### src/hw/lsu_pkg.sv
// Fixed address map and latencies, no run-time configuration, identity addressing only
package lsu_pkg;

    ////////////////////////////////////////////////////////////
    // Widths with a meaning
    typedef logic [31:0] addr_t;
    typedef logic [31:0] data_t;
    typedef logic [2:0]  id_t;
    typedef logic [2:0]  fn3_t;
    typedef logic [3:0]  be_t;
    typedef logic        unit_t;
    typedef logic [3:0]  exc_code_t;

    // RISC-V load/store width codes
    localparam fn3_t LS_B = 3'b000;
    localparam fn3_t LS_H = 3'b001;
    localparam fn3_t LS_W = 3'b010;
    localparam fn3_t L_BU = 3'b100;
    localparam fn3_t L_HU = 3'b101;

    // Sub-unit index
    localparam unit_t UNIT_SCRATCH = 1'b0;
    localparam unit_t UNIT_SLOW    = 1'b1;

    // Exception causes
    localparam exc_code_t LOAD_MISALIGNED    = 4'd4;
    localparam exc_code_t LOAD_ACCESS_FAULT  = 4'd5;
    localparam exc_code_t STORE_MISALIGNED   = 4'd6;
    localparam exc_code_t STORE_ACCESS_FAULT = 4'd7;

    ////////////////////////////////////////////////////////////
    // Address map and sizing
    localparam addr_t SCRATCH_BASE = 32'h0000_0000;
    localparam addr_t SCRATCH_SIZE = 32'h0000_0400;
    localparam addr_t SLOW_BASE    = 32'h0001_0000;
    localparam addr_t SLOW_SIZE    = 32'h0000_0400;

    localparam int MEM_WORDS    = 256;
    localparam int IDX_W        = $clog2(MEM_WORDS);
    localparam int SLOW_LATENCY = 3;
    localparam int SLOW_CNT_W   = $clog2(SLOW_LATENCY);
    localparam int ATTR_DEPTH   = 2;
    localparam int ATTR_PTR_W   = $clog2(ATTR_DEPTH);
    localparam int ATTR_CNT_W   = $clog2(ATTR_DEPTH + 1);

    ////////////////////////////////////////////////////////////
    // Bundles
    typedef struct packed {
        data_t       rs1;
        data_t       rs2;
        logic [11:0] offset;
        fn3_t        fn3;
        logic        load;
        logic        store;
        id_t         id;
    } ls_issue_t;

    typedef struct packed {
        addr_t addr;
        be_t   be;
        data_t wdata;
        logic  load;
        logic  store;
        unit_t unit;
    } ls_request_t;

    typedef struct packed {
        fn3_t       fn3;
        logic [1:0] byte_addr;
        id_t        id;
        unit_t      unit;
    } load_attr_t;

    typedef struct packed {
        logic  done;
        id_t   id;
        data_t data;
    } ls_wb_t;

    typedef struct packed {
        logic      valid;
        exc_code_t code;
        addr_t     tval;
        id_t       id;
    } ls_exception_t;

    typedef enum logic {
        SLOW_IDLE,
        SLOW_BUSY
    } slow_state_t;

endpackage
### src/hw/ls_load_return.sv
// Load return path; relies on the switch stall so that results never arrive out of order
module ls_load_return import lsu_pkg::*; (
    input  logic       clk,
    input  logic       rst,
    input  logic       ld_push,
    input  load_attr_t ld_attr,
    input  unit_t      target_unit,
    input  logic       issue_is_load,
    input  logic       scratch_valid,
    input  data_t      scratch_rdata,
    input  logic       slow_valid,
    input  data_t      slow_rdata,
    output logic       switch_stall,
    output ls_wb_t     wb,
    output logic       ls_idle
);

    load_attr_t            attr_mem [ATTR_DEPTH];
    logic [ATTR_PTR_W-1:0] wr_ptr;
    logic [ATTR_PTR_W-1:0] rd_ptr;
    logic [ATTR_CNT_W-1:0] count;
    logic                  empty;
    logic                  pop;
    load_attr_t            head;
    data_t                 word;
    logic [15:0]           half_sel;
    logic [7:0]            byte_sel;
    data_t                 ext_data;

    ////////////////////////////////////////////////////////////
    // Attributes FIFO
    assign empty = (count == '0);
    assign pop   = scratch_valid || slow_valid;
    assign head  = attr_mem[rd_ptr];

    always_ff @(posedge clk) begin
        if (ld_push) attr_mem[wr_ptr] <= ld_attr;
    end

    always_ff @(posedge clk) begin
        if (rst) begin
            wr_ptr <= '0;
            rd_ptr <= '0;
            count  <= '0;
        end else begin
            if (ld_push) wr_ptr <= wr_ptr + 1'b1;
            if (pop) rd_ptr <= rd_ptr + 1'b1;
            if (ld_push && !pop) count <= count + 1'b1;
            else if (pop && !ld_push) count <= count - 1'b1;
        end
    end

    assign ls_idle = empty;

    // Hold a load for the other unit until all outstanding loads are back
    assign switch_stall = issue_is_load && !empty && (target_unit != head.unit);

    ////////////////////////////////////////////////////////////
    // Data select, alignment and extension
    assign word = (head.unit == UNIT_SLOW) ? slow_rdata : scratch_rdata;

    // Halfword first, then byte within it
    assign half_sel = head.byte_addr[1] ? word[31:16] : word[15:0];
    assign byte_sel = head.byte_addr[0] ? half_sel[15:8] : half_sel[7:0];

    always_comb begin
        case (head.fn3)
            LS_B:    ext_data = {{24{byte_sel[7]}}, byte_sel};
            LS_H:    ext_data = {{16{half_sel[15]}}, half_sel};
            L_BU:    ext_data = {24'b0, byte_sel};
            L_HU:    ext_data = {16'b0, half_sel};
            default: ext_data = word;
        endcase
    end

    assign wb.done = pop;
    assign wb.id   = head.id;
    assign wb.data = ext_data;

endmodule

### config.mk
export PLATFORM = sky130hd
export DESIGN_NAME = ls_load_return
export DESIGN_NICKNAME = d
export VERILOG_FILES = /design/src/hw/lsu_pkg.sv /design/src/hw/ls_load_return.sv
export SDC_FILE = /design/constraint.sdc
export NUM_CORES = 1
export LEC_CHECK = 0
export ABC_CLOCK_PERIOD_IN_PS = 2800
export BUFFER_PORTS_ARGS = -buffer_cell sky130_fd_sc_hd__buf_2
export CORE_ASPECT_RATIO = 1.1
export CORE_UTILIZATION = 35
export CTS_BUF_LIST = sky130_fd_sc_hd__clkbuf_8
export CTS_CLUSTER_SIZE = 14
export DETAILED_ROUTE_END_ITERATION = 16
export PLACE_DENSITY = 0.66
export SLEW_MARGIN = 20
export SYNTH_ARGS = -nofsm -noshare
export SYNTH_HDL_FRONTEND = slang
export SYNTH_SLANG_ARGS = --single-unit
### constraint.sdc
create_clock -name clk -period 2.8 [get_ports clk]
set_input_delay 0.14 -clock clk [delete_from_list [all_inputs] [get_ports clk]]
set_output_delay 0.14 -clock clk [all_outputs]
set_load 0.01 [all_outputs]
# Yosys cells after proc, flatten, opt, wreduce, memory -nomap -nowiden
# Memories as Yosys holds them, arrays and structs flattened. A register that Yosys moved wholly into a read port is not among the register bits.
# Index checks and enable logic that the tools add are counted.
# totals
register_bits,4
output_inout_bits,38
mem_count,1
mem_bits_rw,18
# mem_list
name,words,word_bits,read_ports,rd_ports_with_merged_regs,wr,line,rtl
attr_mem,2,9,1,1,1,ls_load_return.sv:18,load_attr_t attr_mem [ATTR_DEPTH];
# classes
n_eq_ne,4
n_mux,10
n_reduce_logical,11
n_addsub,4
# op_table
cell,n
$pmux 32 s4,1
$mux 32,1
$mux 16,1
$mux 8,1
$eq 3x3->1 const B,2
$logic_and 1x1->1,4
$mux 1,4
$mux 2,2
$eq 3x1->1 const B,1
$logic_not 1->1,3
$logic_not 3->1,1
$add 1x1->1 const B,2
$add 2x1->2 const B,1
$logic_not 2->1,1
$reduce_bool 2->1,1
$sub 2x1->2 const B,1
$logic_or 1x1->1,1
$ne 1x1->1,1

# Depth between registers and ports, before layout
# depth
word_depth,4
mapped_depth,7
mapped_depth_nobuf,5

# Worst setup path before layout
# No wires, ideal clock.
# synth_path
path_kind,flip-flop to output port
start,register with a tool-made name
end,output port wb[17] in the netlist's numbering
arrival_ns,1.958
slack_ns,0.702
stages_incl_launch_ff,7
n_path_buf,2
required_ns,2.660
cell_sequence,dfxtp_1 > buf_6 > mux2i_2 > mux4_2 > mux2i_4 > buf_6 > o221ai_1
# synth_rtl
element,line,rtl
end: declaration,ls_load_return.sv:14,"output ls_wb_t wb,"

==> impl_metrics.tcl <==
set metrics [dict create \
    wl_um 6280 \
    grt_setup_unrepaired "no" \
    skew_ns 0.00204 \
    overflow 0 \
    grt_pass1_wl_um 9540 \
    place_area_um2 2960 \
    grt_start_max_net_pins 26 \
    hpwlAfterDp_um 4960 \
    holdPathStages 1 \
    syn_area_um2 2280 \
    worstPathCellList "mux2i_4, mux4_2, mux2i_4, buf_12, o221ai_1, buf_2" \
    fillers 608 \
    grt_pass1_vias 1956 \
    synth_cell_type_count 42 \
    die_w_um 79.0 \
    drive_above_1_share 0.562 \
    final_util 0.494 \
    port_buffers 117 \
    dieArea_um2 6850 \
    worstSetupPathType "flip-flop to output port" \
    vias 2177 \
    antenna_found_initial 0 \
    die_h_um 86.7 \
    relSlewSlack 0.433 \
    clk_latency_ns 0.26 \
    seq_area_frac_synth 0.281 \
    report.power.total_uw 1330 \
    nets 399 \
    holdBufCountCts 0 \
    grt_use_total 0.175 \
    min_period_over_period 0.915 \
    worst_slew_pin_slew_ns 0.849 \
    diodes 0 \
    cts_inserted_buffers 3 \
    cp.depth 6 \
    drc_errors 0 \
    firstDrtPassIters 4 \
    hp-class "input pin to flip-flop" \
    initial_utilization 0.366 \
    layout_common_cells "buf_2 (117), mux2i_1 (39), edfxtp_1 (18), o221ai_1 (14), buf_4 (14)" \
    synth_cells 197 \
    tns_ns 0 \
    htreeDepth 1 \
    root_buffer "clkbuf_8" \
    synth-edff-count 18 \
    hp-start "ld_attr[4]" \
    cts_max_path_buffers 2 \
    layout_commonest_cell "buf_2" \
    worstPathRequired_ns 2.66 \
    p_per_area_nw_per_um2 431 \
    cts_tree "yes" \
    endpoint_kind "output port" \
    cts_sinks 23 \
    ios 118 \
    finalHoldViolCount 0 \
    path_buf_inv 2 \
    synth_warnings 0 \
    path_max_fanout 25 \
    whs_ns 0.0636 \
    cpMaxStageDelayCell "mux4_2" \
    worst_path_most_repeated_cell "mux2i_4" \
    leakagePower_uw 0.00136 \
    critPathLaunchType "flip-flop" \
    r2r_cells 1 \
    ys_ff_latch 23 \
    peakVddDrop_mv 0.343 \
    fmax_mhz 390 \
    wl_per_cell_um 15.8 \
    setup_viol 0 \
    cp.arrival_ns 2.42 \
    drv_slew 0 \
    gp_congestion 0.789 \
    synth_async_sr_flop_share 0 \
    area_delta_synth_final_pct 34.9 \
    core_area_um2 6230 \
    slowest_delay_ns 0.58 \
    cts.clk_slew.worst_paths_ns 0.08 \
    ant_nets 0 \
    via_per_inst 5.48 \
    r2r-start "wr_ptr$_SDFFE_PP0P_" \
    synth_area_per_cell_um2 11.6 \
    finalInstanceArea_um2 3080 \
    drtIter0Drc 59 \
    synth-main-ff-cell "edfxtp_1" \
    maxCapViolations 0 \
    outcome "finished clean" \
    rows 30 \
    synthesis.nets 278 \
    min_period_ns 2.56 \
    cp_top_family "multiplexers" \
]
[metal layers]
metal	GRT usage	routed length (um)	vias up
met4	0.0347	78	0
met3	0.0389	436	6
met2	0.286	2980	75
met1	0.237	2790	1040
li1	-	-	1056
met5	0	0	-
[worst paths after layout]
check,end,slack [ns]
max,wb[16],0.24
min,attr_mem[0][4]$_DFFE_PP_,0.06
max reg2reg,attr_mem[0][0]$_DFFE_PP_,1.44
min reg2reg,count[1]$_SDFFE_PP0P_,0.50
[cell type report]
type | instances | area [um^2] | area share
flip-flops and latches | 23 | 642 | 0.209
well taps | 80 | 100 | 0.0325
repair buffers | 134 | 742 | 0.241
clock buffers | 3 | 41.3 | 0.0134
inverters | 2 | 7.51 | 0.00244
clock inverters | 1 | 7.51 | 0.00244
multi-input cells | 154 | 1540 | 0.500
[timing repair]
item	CTS	global route
setup endpoints to repair	6	2
gates resized for setup	3	1
pin swaps	0	0
setup buffers	0	5
cloned	0	0
[per-stage QoR]
stage          setup WS, ns  instances
3_5_place_dp          0.171        388
6_report              0.237        397
3_3_place_gp          0.226        388
2_1_floorplan         0.702        197
4_1_cts              0.0971        392
5_1_grt              0.0968        397
[logic make-up after synthesis]
family	synth area share
xor+xnor	0.0192
buf+inv	0.0565
flops	0.281
fa+ha+maj	0.00548
compound gates	0.207
simple gates	0.0696
mux	0.362
[synth_stat cells, types with 2 or more instances]
cell type   n  area [um^2]
and2_1      2         12.5
buf_2       4         20.0
buf_4       3         22.5
buf_6       5         56.3
clkbuf_1    6         22.5
dfxtp_1     5          100
edfxtp_1   18          541
inv_1       2         7.51
mux2_1      3         33.8
mux2_2     13          146
mux2i_1    40          400
mux2i_2     2         27.5
mux2i_4     2         45.0
mux4_2      7          158
nand2_1     8         30.0
nand2b_1    4         25.0
nor2_1      7         26.3
nor3_1      2         10.0
nor3b_1     2         15.0
o21ai_0     4         20.0
o221ai_1   14          123
o221ai_2   10          150
o31ai_1     6         45.0
o32a_1      7         70.1
xor2_1      4         35.0
[flip-flops by register name (all words and copies together) (netlist names), named ones only]
signal	flops
rd_ptr	1
attr_mem	18
count	2
wr_ptr	1
[power by group]
| group | leakage (uW) | switching (uW) | total [uW] | internal [uW] |
|---|---|---|---|---|
| combinational | 0.00113 | 364 | 707 | 343 |
| sequential | 0.000211 | 20.2 | 416 | 396 |
| clock | 0.0000217 | 103 | 203 | 100 |
Note: power is estimated with default switching activity, not from simulation.
