--- src/hw/lsu_pkg.sv ---
// Fixed address map and latencies, no run-time configuration, identity addressing only
package lsu_pkg;

    ////////////////////////////////////////////////////////////
    // Widths with a meaning
    typedef logic [31:0] addr_t;
    typedef logic [31:0] data_t;
    typedef logic [2:0]  id_t;
    typedef logic [2:0]  fn3_t;
    typedef logic [3:0]  be_t;
    typedef logic        unit_t;
    typedef logic [3:0]  exc_code_t;

    // RISC-V load/store width codes
    localparam fn3_t LS_B = 3'b000;
    localparam fn3_t LS_H = 3'b001;
    localparam fn3_t LS_W = 3'b010;
    localparam fn3_t L_BU = 3'b100;
    localparam fn3_t L_HU = 3'b101;

    // Sub-unit index
    localparam unit_t UNIT_SCRATCH = 1'b0;
    localparam unit_t UNIT_SLOW    = 1'b1;

    // Exception causes
    localparam exc_code_t LOAD_MISALIGNED    = 4'd4;
    localparam exc_code_t LOAD_ACCESS_FAULT  = 4'd5;
    localparam exc_code_t STORE_MISALIGNED   = 4'd6;
    localparam exc_code_t STORE_ACCESS_FAULT = 4'd7;

    ////////////////////////////////////////////////////////////
    // Address map and sizing
    localparam addr_t SCRATCH_BASE = 32'h0000_0000;
    localparam addr_t SCRATCH_SIZE = 32'h0000_0400;
    localparam addr_t SLOW_BASE    = 32'h0001_0000;
    localparam addr_t SLOW_SIZE    = 32'h0000_0400;

    localparam int MEM_WORDS    = 256;
    localparam int IDX_W        = $clog2(MEM_WORDS);
    localparam int SLOW_LATENCY = 3;
    localparam int SLOW_CNT_W   = $clog2(SLOW_LATENCY);
    localparam int ATTR_DEPTH   = 2;
    localparam int ATTR_PTR_W   = $clog2(ATTR_DEPTH);
    localparam int ATTR_CNT_W   = $clog2(ATTR_DEPTH + 1);

    ////////////////////////////////////////////////////////////
    // Bundles
    typedef struct packed {
        data_t       rs1;
        data_t       rs2;
        logic [11:0] offset;
        fn3_t        fn3;
        logic        load;
        logic        store;
        id_t         id;
    } ls_issue_t;

    typedef struct packed {
        addr_t addr;
        be_t   be;
        data_t wdata;
        logic  load;
        logic  store;
        unit_t unit;
    } ls_request_t;

    typedef struct packed {
        fn3_t       fn3;
        logic [1:0] byte_addr;
        id_t        id;
        unit_t      unit;
    } load_attr_t;

    typedef struct packed {
        logic  done;
        id_t   id;
        data_t data;
    } ls_wb_t;

    typedef struct packed {
        logic      valid;
        exc_code_t code;
        addr_t     tval;
        id_t       id;
    } ls_exception_t;

    typedef enum logic {
        SLOW_IDLE,
        SLOW_BUSY
    } slow_state_t;

endpackage
--- src/hw/ls_addr_gen.sv ---
// Combinational issue stage; expects exactly one of load or store set on a valid issue
module ls_addr_gen import lsu_pkg::*; (
    input  ls_issue_t     issue,
    input  logic          issue_valid,
    input  logic          scratch_ready,
    input  logic          slow_ready,
    input  logic          switch_stall,
    output logic          issue_ready,
    output ls_request_t   request,
    output logic          scratch_req,
    output logic          slow_req,
    output logic          ld_push,
    output load_attr_t    ld_attr,
    output ls_exception_t exc
);

    addr_t addr;
    logic  misaligned;
    logic  in_scratch;
    logic  in_slow;
    logic  fault;
    logic  unit_ready;
    logic  accept;
    be_t   be;
    data_t wdata;

    ////////////////////////////////////////////////////////////
    // Address and checks
    assign addr = issue.rs1 + {{20{issue.offset[11]}}, issue.offset};

    always_comb begin
        case (issue.fn3)
            LS_H, L_HU: misaligned = addr[0];
            LS_W:       misaligned = |addr[1:0];
            default:    misaligned = 1'b0;
        endcase
    end

    // Unsigned wrap makes one compare per range enough
    assign in_scratch = (addr - SCRATCH_BASE) < SCRATCH_SIZE;
    assign in_slow    = (addr - SLOW_BASE) < SLOW_SIZE;
    assign fault      = misaligned || !(in_scratch || in_slow);

    ////////////////////////////////////////////////////////////
    // Byte enables and lane replication of store data
    always_comb begin
        be    = '0;
        wdata = issue.rs2;
        case (issue.fn3[1:0])
            LS_B[1:0]: begin
                be[addr[1:0]] = 1'b1;
                wdata = {4{issue.rs2[7:0]}};
            end
            LS_H[1:0]: begin
                be[{addr[1], 1'b0}] = 1'b1;
                be[{addr[1], 1'b1}] = 1'b1;
                wdata = {2{issue.rs2[15:0]}};
            end
            default: be = '1;
        endcase
        be &= {4{issue.store}};
    end

    assign request.addr  = addr;
    assign request.be    = be;
    assign request.wdata = wdata;
    assign request.load  = issue.load;
    assign request.store = issue.store;
    assign request.unit  = in_slow ? UNIT_SLOW : UNIT_SCRATCH;

    ////////////////////////////////////////////////////////////
    // Acceptance and strobes
    assign unit_ready  = (request.unit == UNIT_SLOW) ? slow_ready : scratch_ready;
    // Faulting requests never touch a sub-unit
    assign issue_ready = fault || (unit_ready && !switch_stall);
    assign accept      = issue_valid && issue_ready;

    assign scratch_req = accept && !fault && (request.unit == UNIT_SCRATCH);
    assign slow_req    = accept && !fault && (request.unit == UNIT_SLOW);
    assign ld_push     = accept && !fault && issue.load;

    assign ld_attr.fn3       = issue.fn3;
    assign ld_attr.byte_addr = addr[1:0];
    assign ld_attr.id        = issue.id;
    assign ld_attr.unit      = request.unit;

    // Alignment takes priority over range
    assign exc.valid = accept && fault;
    assign exc.code  = misaligned ? (issue.store ? STORE_MISALIGNED : LOAD_MISALIGNED)
                                  : (issue.store ? STORE_ACCESS_FAULT : LOAD_ACCESS_FAULT);
    assign exc.tval  = addr;
    assign exc.id    = issue.id;

endmodule

--- config.mk ---
export PLATFORM = sky130hd
export DESIGN_NAME = ls_addr_gen
export DESIGN_NICKNAME = d
export VERILOG_FILES = /design/src/hw/lsu_pkg.sv /design/src/hw/ls_addr_gen.sv
export SDC_FILE = /design/constraint.sdc
export NUM_CORES = 1
export LEC_CHECK = 0
export BUFFER_PORTS_ARGS = -buffer_cell sky130_fd_sc_hd__buf_2
export CAP_MARGIN = 20
export CORE_MARGIN = 4
export CORE_UTILIZATION = 44
export DETAILED_ROUTE_END_ITERATION = 16
export PLACE_DENSITY_LB_ADDON = 0.25
export SETUP_SLACK_MARGIN = 0.15
export SLEW_MARGIN = 20
export SYNTH_ARGS = -nofsm -noshare
export SYNTH_HDL_FRONTEND = slang
export SYNTH_SLANG_ARGS = --single-unit
--- constraint.sdc ---
create_clock -name vclk -period 4.8
set_clock_uncertainty 0.05 [all_clocks]
set_input_delay 0.48 -clock vclk [all_inputs]
set_output_delay 0.48 -clock vclk [all_outputs]
set_load 0.005 [all_outputs]
### Word level (Yosys, flattened, before mapping)

Index checks and enable logic that the tools add are counted.
W data, S select, Z words.

| storage, ports and cells | value |
|---|---|
| flip-flop bits (word level) | 0 |
| bits of input ports | 88 |
| output and inout bits | 124 |
| word-level logic and storage cells | 50 |

| operators by class | value |
|---|---|
| add/sub/neg operators | 2 |
| $lt $le $gt $ge | 8 |
| equality and inequality tests | 4 |
| muxes and demuxes | 14 |
| bitwise operators | 3 |
| reduce and logical (&&, ||, !) cells | 19 |

Operators by type and width:

| cell | number |
|---|---|
| $lt A32 B11 Y1 const B | 2 |
| $pmux W32 S2 | 1 |
| $add A32 B32 Y32 | 1 |
| $sub A32 B17 Y32 const B | 1 |
| $logic_and A1 B1 Y1 | 10 |
| $lt A2 B3 Y1 const B | 3 |
| $pmux W4 S2 | 1 |
| $ge A2 B1 Y1 const B | 3 |
| $mux W2 | 3 |
| $mux W1 | 5 |
| $and A4 B4 Y4 | 1 |
| $or A3 B4 Y4 | 1 |
| $reduce_or A2 Y1 | 2 |
| $eq A3 B1 Y1 const B | 1 |
| $eq A3 B2 Y1 const B | 1 |
| $eq A3 B3 Y1 const B | 1 |
| $logic_not A1 Y1 | 3 |
| $logic_or A1 B1 Y1 | 3 |
| $demux W1 S1 | 2 |
| $demux W1 S2 | 1 |
| $eq A2 B1 Y1 const B | 1 |
| $logic_not A2 Y1 | 1 |
| $pmux W1 S2 | 1 |
| $not A1 Y1 | 1 |

### Logic depth before layout (Yosys ltp)

| depth | value |
|---|---|
| depth after elaboration | 10 |
| mapped depth | 14 |
| mapped depth without buffers | 13 |

### Worst setup path after synthesis

No wires, ideal clock.

| path | value |
|---|---|
| path kind | input-to-output |
| from | input port issue[8] (netlist bit) |
| to | output port ld_push |
| arrival time | 3,621 ps |
| path slack | 649 ps |
| stages | 13 |
| buffers on the path | 0 |
| path through | ha_1 > inv_1 > fa_1 > nor2b_1 > o2111ai_1 > a211oi_1 > nor2_1 > xnor2_1 > or4_1 > nor3_1 > nand4_2 > or4b_1 > a2111oi_2 |

RTL lines:

| what | line | text |
|---|---|---|
| start: declaration | ls_addr_gen.sv:3 | `input ls_issue_t issue,` |
| end: declaration | ls_addr_gen.sv:12 | `output logic ld_push,` |

### Worst setup path after layout

| path | value |
|---|---|
| from | input port issue[12] (netlist bit) |
| to | output port ld_push |

| on the way | value |
|---|---|
| longest elaborated chain between the ends | 10 |
| elaborated cells on any way between the ends | 15 |
| those cells by class | add/sub (2); order compare (2); mux (2); reduce/logical (9) |

Ends and longest elaborated chain:

| what | line | text |
|---|---|---|
| $add A32 B32 Y32 * | ls_addr_gen.sv:29 | `assign addr = issue.rs1 + {{20{issue.offset[11]}}, issue.offset};` |
| $sub A32 B17 Y32 | ls_addr_gen.sv:41 | `assign in_slow = (addr - SLOW_BASE) < SLOW_SIZE;` |
| $lt A32 B11 Y1 | ls_addr_gen.sv:41 |  |
| $mux W1 or $logic_or A1 B1 Y1 (tied branches) | ls_addr_gen.sv:69, ls_addr_gen.sv:42 |  |
| $mux W1 or $logic_not A1 Y1 (tied branches) | ls_addr_gen.sv:73, ls_addr_gen.sv:42 |  |
| $logic_and A1 B1 Y1 or $logic_or A1 B1 Y1 (tied branches) | ls_addr_gen.sv:75, ls_addr_gen.sv:42 |  |
| $logic_or A1 B1 Y1 | ls_addr_gen.sv:75 | `assign issue_ready = fault \|\| (unit_ready && !switch_stall);` |
| $logic_and A1 B1 Y1 | ls_addr_gen.sv:76 | `assign accept = issue_valid && issue_ready;` |
| $logic_and A1 B1 Y1 * (2 in a row) | ls_addr_gen.sv:80 | `assign ld_push = accept && !fault && issue.load;` |

Mark *: on every way between the ends. The rest lies on a longest branch, timed or not.

==> flow_metrics.tcl <==
set metrics [dict create \
    period_minus_slack_ns 4.46 \
    yosysUniqueCellTypes 61 \
    power_density_nw_per_um2 162 \
    top_usage_layer "met2" \
    p_leak_nw 2.00 \
    ant_nets 0 \
    grt_pass1_vias 3508 \
    drtPass1Iterations 5 \
    syn-num-nets 560 \
    required_ns 4.27 \
    synthCells 440 \
    worstPathMaxFanout 5 \
    final-max-slew-violation-count 0 \
    yosys_warnings 0 \
    yosysSeqAreaShare 0 \
    seq_cell_count 0 \
    synth_area_sq_um 3060 \
    power.total_uw 637 \
    start_kind "primary input" \
    die_w_microns 91.4 \
    min_path_type "primary input to primary output" \
    numPortBuffers 201 \
    use_met3 0.0232 \
    layout-drive-gt1-share 0.460 \
    antenna_found_initial 1 \
    area_growth_pct 28.3 \
    drc 0 \
    drt_iter0_drc 303 \
    cp-end-kind "primary output" \
    setup_viol 0 \
    num_rows 30 \
    crit_top_cell "buf_2" \
    worstHoldEndpoint "exc[2]" \
    initial_core_util 0.451 \
    status "finished clean" \
    fin_crit_sh 0.930 \
    max_freq_mhz 224 \
    grt_pass1_wl_mm 16.6 \
    tns_ns 0 \
    final_nets 705 \
    synth.avg_cell_area_sq_um 6.96 \
    routabilityCongestion 0.954 \
    critPathArrivalTime_ns 3.93 \
    regArea_sq_um 0 \
    worst_pin_slew_ns 0.659 \
    min_path_cells 0 \
    viasPerCell 5.56 \
    grt_max_degree 29 \
    core_sq_um 6790 \
    die_h_microns 91.4 \
    ir_drop_mv 0.0640 \
    max_slew_margin 0.558 \
    final_core_util 0.578 \
    gr-total-overflow 0 \
    hpwl_mm 8.93 \
    path_cells "buf_2 > ha_2 > a21o_1 > a31o_1 > o21ai_2 > a21oi_1 > or4_1 > and4_4 > nor4b_4 > nand4_2 > buf_4 > or3_1 > a2111oi_2 > buf_2" \
    nClkBuffers 0 \
    critPathKind "primary input to primary output" \
    grtUsageMet2 0.408 \
    drt-total-wl_mm 10.5 \
    die-area_sq_um 8360 \
    io_pins 212 \
    use_met1 0.306 \
    vias 3783 \
    slowest_delay_ns 0.52 \
    ctsHoldBuffers 0 \
    slowest_stage "or4_1" \
    routedWlPerCell_microns 15.5 \
    min-delay-start "issue[2]" \
    rsz0062_at_grt "false" \
    grt.total_usage 0.229 \
    maxCapViolCount 0 \
    finalHoldViolations 0 \
]
## stage by stage
stage               area, sq um  cells  hold slack [ns]  worst slack, ns
finish                     3930    680            0.910            0.335
detailed placement         3810    678            0.910           0.0409
floorplan                  3060    440            0.991            0.649
global route               3930    680            0.910            0.180
global placement           3810    678            0.910            0.114
CTS                        3830    678            0.910            0.173
## cell type report
| class | instances | area, sq um |
|---|---|---|
| tap | 96 | 120 |
| fill | 678 | 2870 |
| multi-input combinational | 342 | 2570 |
| inverter | 21 | 78.8 |
| antenna | 1 | 2.50 |
| timing repair buffer | 220 | 1150 |
## where the power goes
part / internal, mW / switching, mW / total, mW
logic: 0.295 / 0.342 / 0.637
registers: 0 / 0 / 0
clock network: 0.0000000279 / 0 / 0.0000000279
## cell usage in the layout (no fill, tap or decap), drive strengths merged, types with 5 or more instances in the layout
cell type	count
a2111oi	5
a211oi	5
a21o	17
a21oi	35
a31oi	5
and2	5
buf	220
ha	31
inv	21
mux2	16
mux2i	8
nand2	30
nand3	9
nand4	11
nor2	26
nor3	8
o21a	10
o21ai	36
or3	7
or4	5
xnor2	14
xor2	10
## synthesized netlist by cell type (5+ instances only)
cell / n / area, sq um
o21ai_1: 7 / 35.0
ha_1: 31 / 388
xnor2_1: 14 / 123
and2_1: 5 / 31.3
clkbuf_1: 12 / 45.0
buf_2: 6 / 30.0
inv_1: 21 / 78.8
nand3_1: 9 / 45.0
or3_1: 6 / 37.5
a31oi_1: 5 / 31.3
mux2i_1: 8 / 80.1
buf_4: 58 / 435
mux2_2: 16 / 180
nand4_1: 10 / 62.6
nor3_1: 8 / 40.0
a211oi_1: 5 / 37.5
a21oi_1: 31 / 155
or4_1: 5 / 37.5
o21a_1: 10 / 75.1
nor2_1: 26 / 97.6
a21o_1: 17 / 128
nand2_1: 30 / 113
xor2_1: 10 / 87.6
o21ai_0: 27 / 135
## what timing repair did
item	CTS	global route
pin swaps	0	4
endpoints found under the setup margin	3	4
hold endpoints to repair	0	0
gates resized for setup	5	20
buffers inserted	0	1
## worst max path at each step
stage,endpoint,slack [ns],startpoint,cells past startpoint
after global routing,ld_push,0.18,issue[19],14
after floorplan,ld_push,0.65,issue[8],13
after detailed placement,ld_push,0.04,issue[8],15
after global placement,ld_push,0.11,issue[8],15
final,ld_push,0.34,issue[12],14
after CTS,ld_push,0.17,issue[8],15
## metal layers
layer / vias up / share of wire
li1: 1853 / -
met1: 1731 / 0.42
met2: 190 / 0.49
met3: 9 / 0.081
met4: 0 / 0.0056
met5: - / 0
## cells by family after synthesis
group	after synthesis	synth area share
XOR/XNOR	24	0.0686
buffers and inverters	98	0.194
AND/OR/NAND/NOR	117	0.203
AO/OA/AOI/OAI	143	0.315
adder cells (fa/ha/maj)	32	0.133
other	2	0.00245
multiplexers	24	0.0850
## worst max-delay path: cells and delay by family
| kind | cells | cell delay (ns) |
|---|---|---|
| compound gates | 5 | 1.15 |
| simple gates | 5 | 1.52 |
| fa+ha+maj | 1 | 0.32 |
| buf+inv | 3 | 0.46 |
Power figures use the tool's default switching activity.
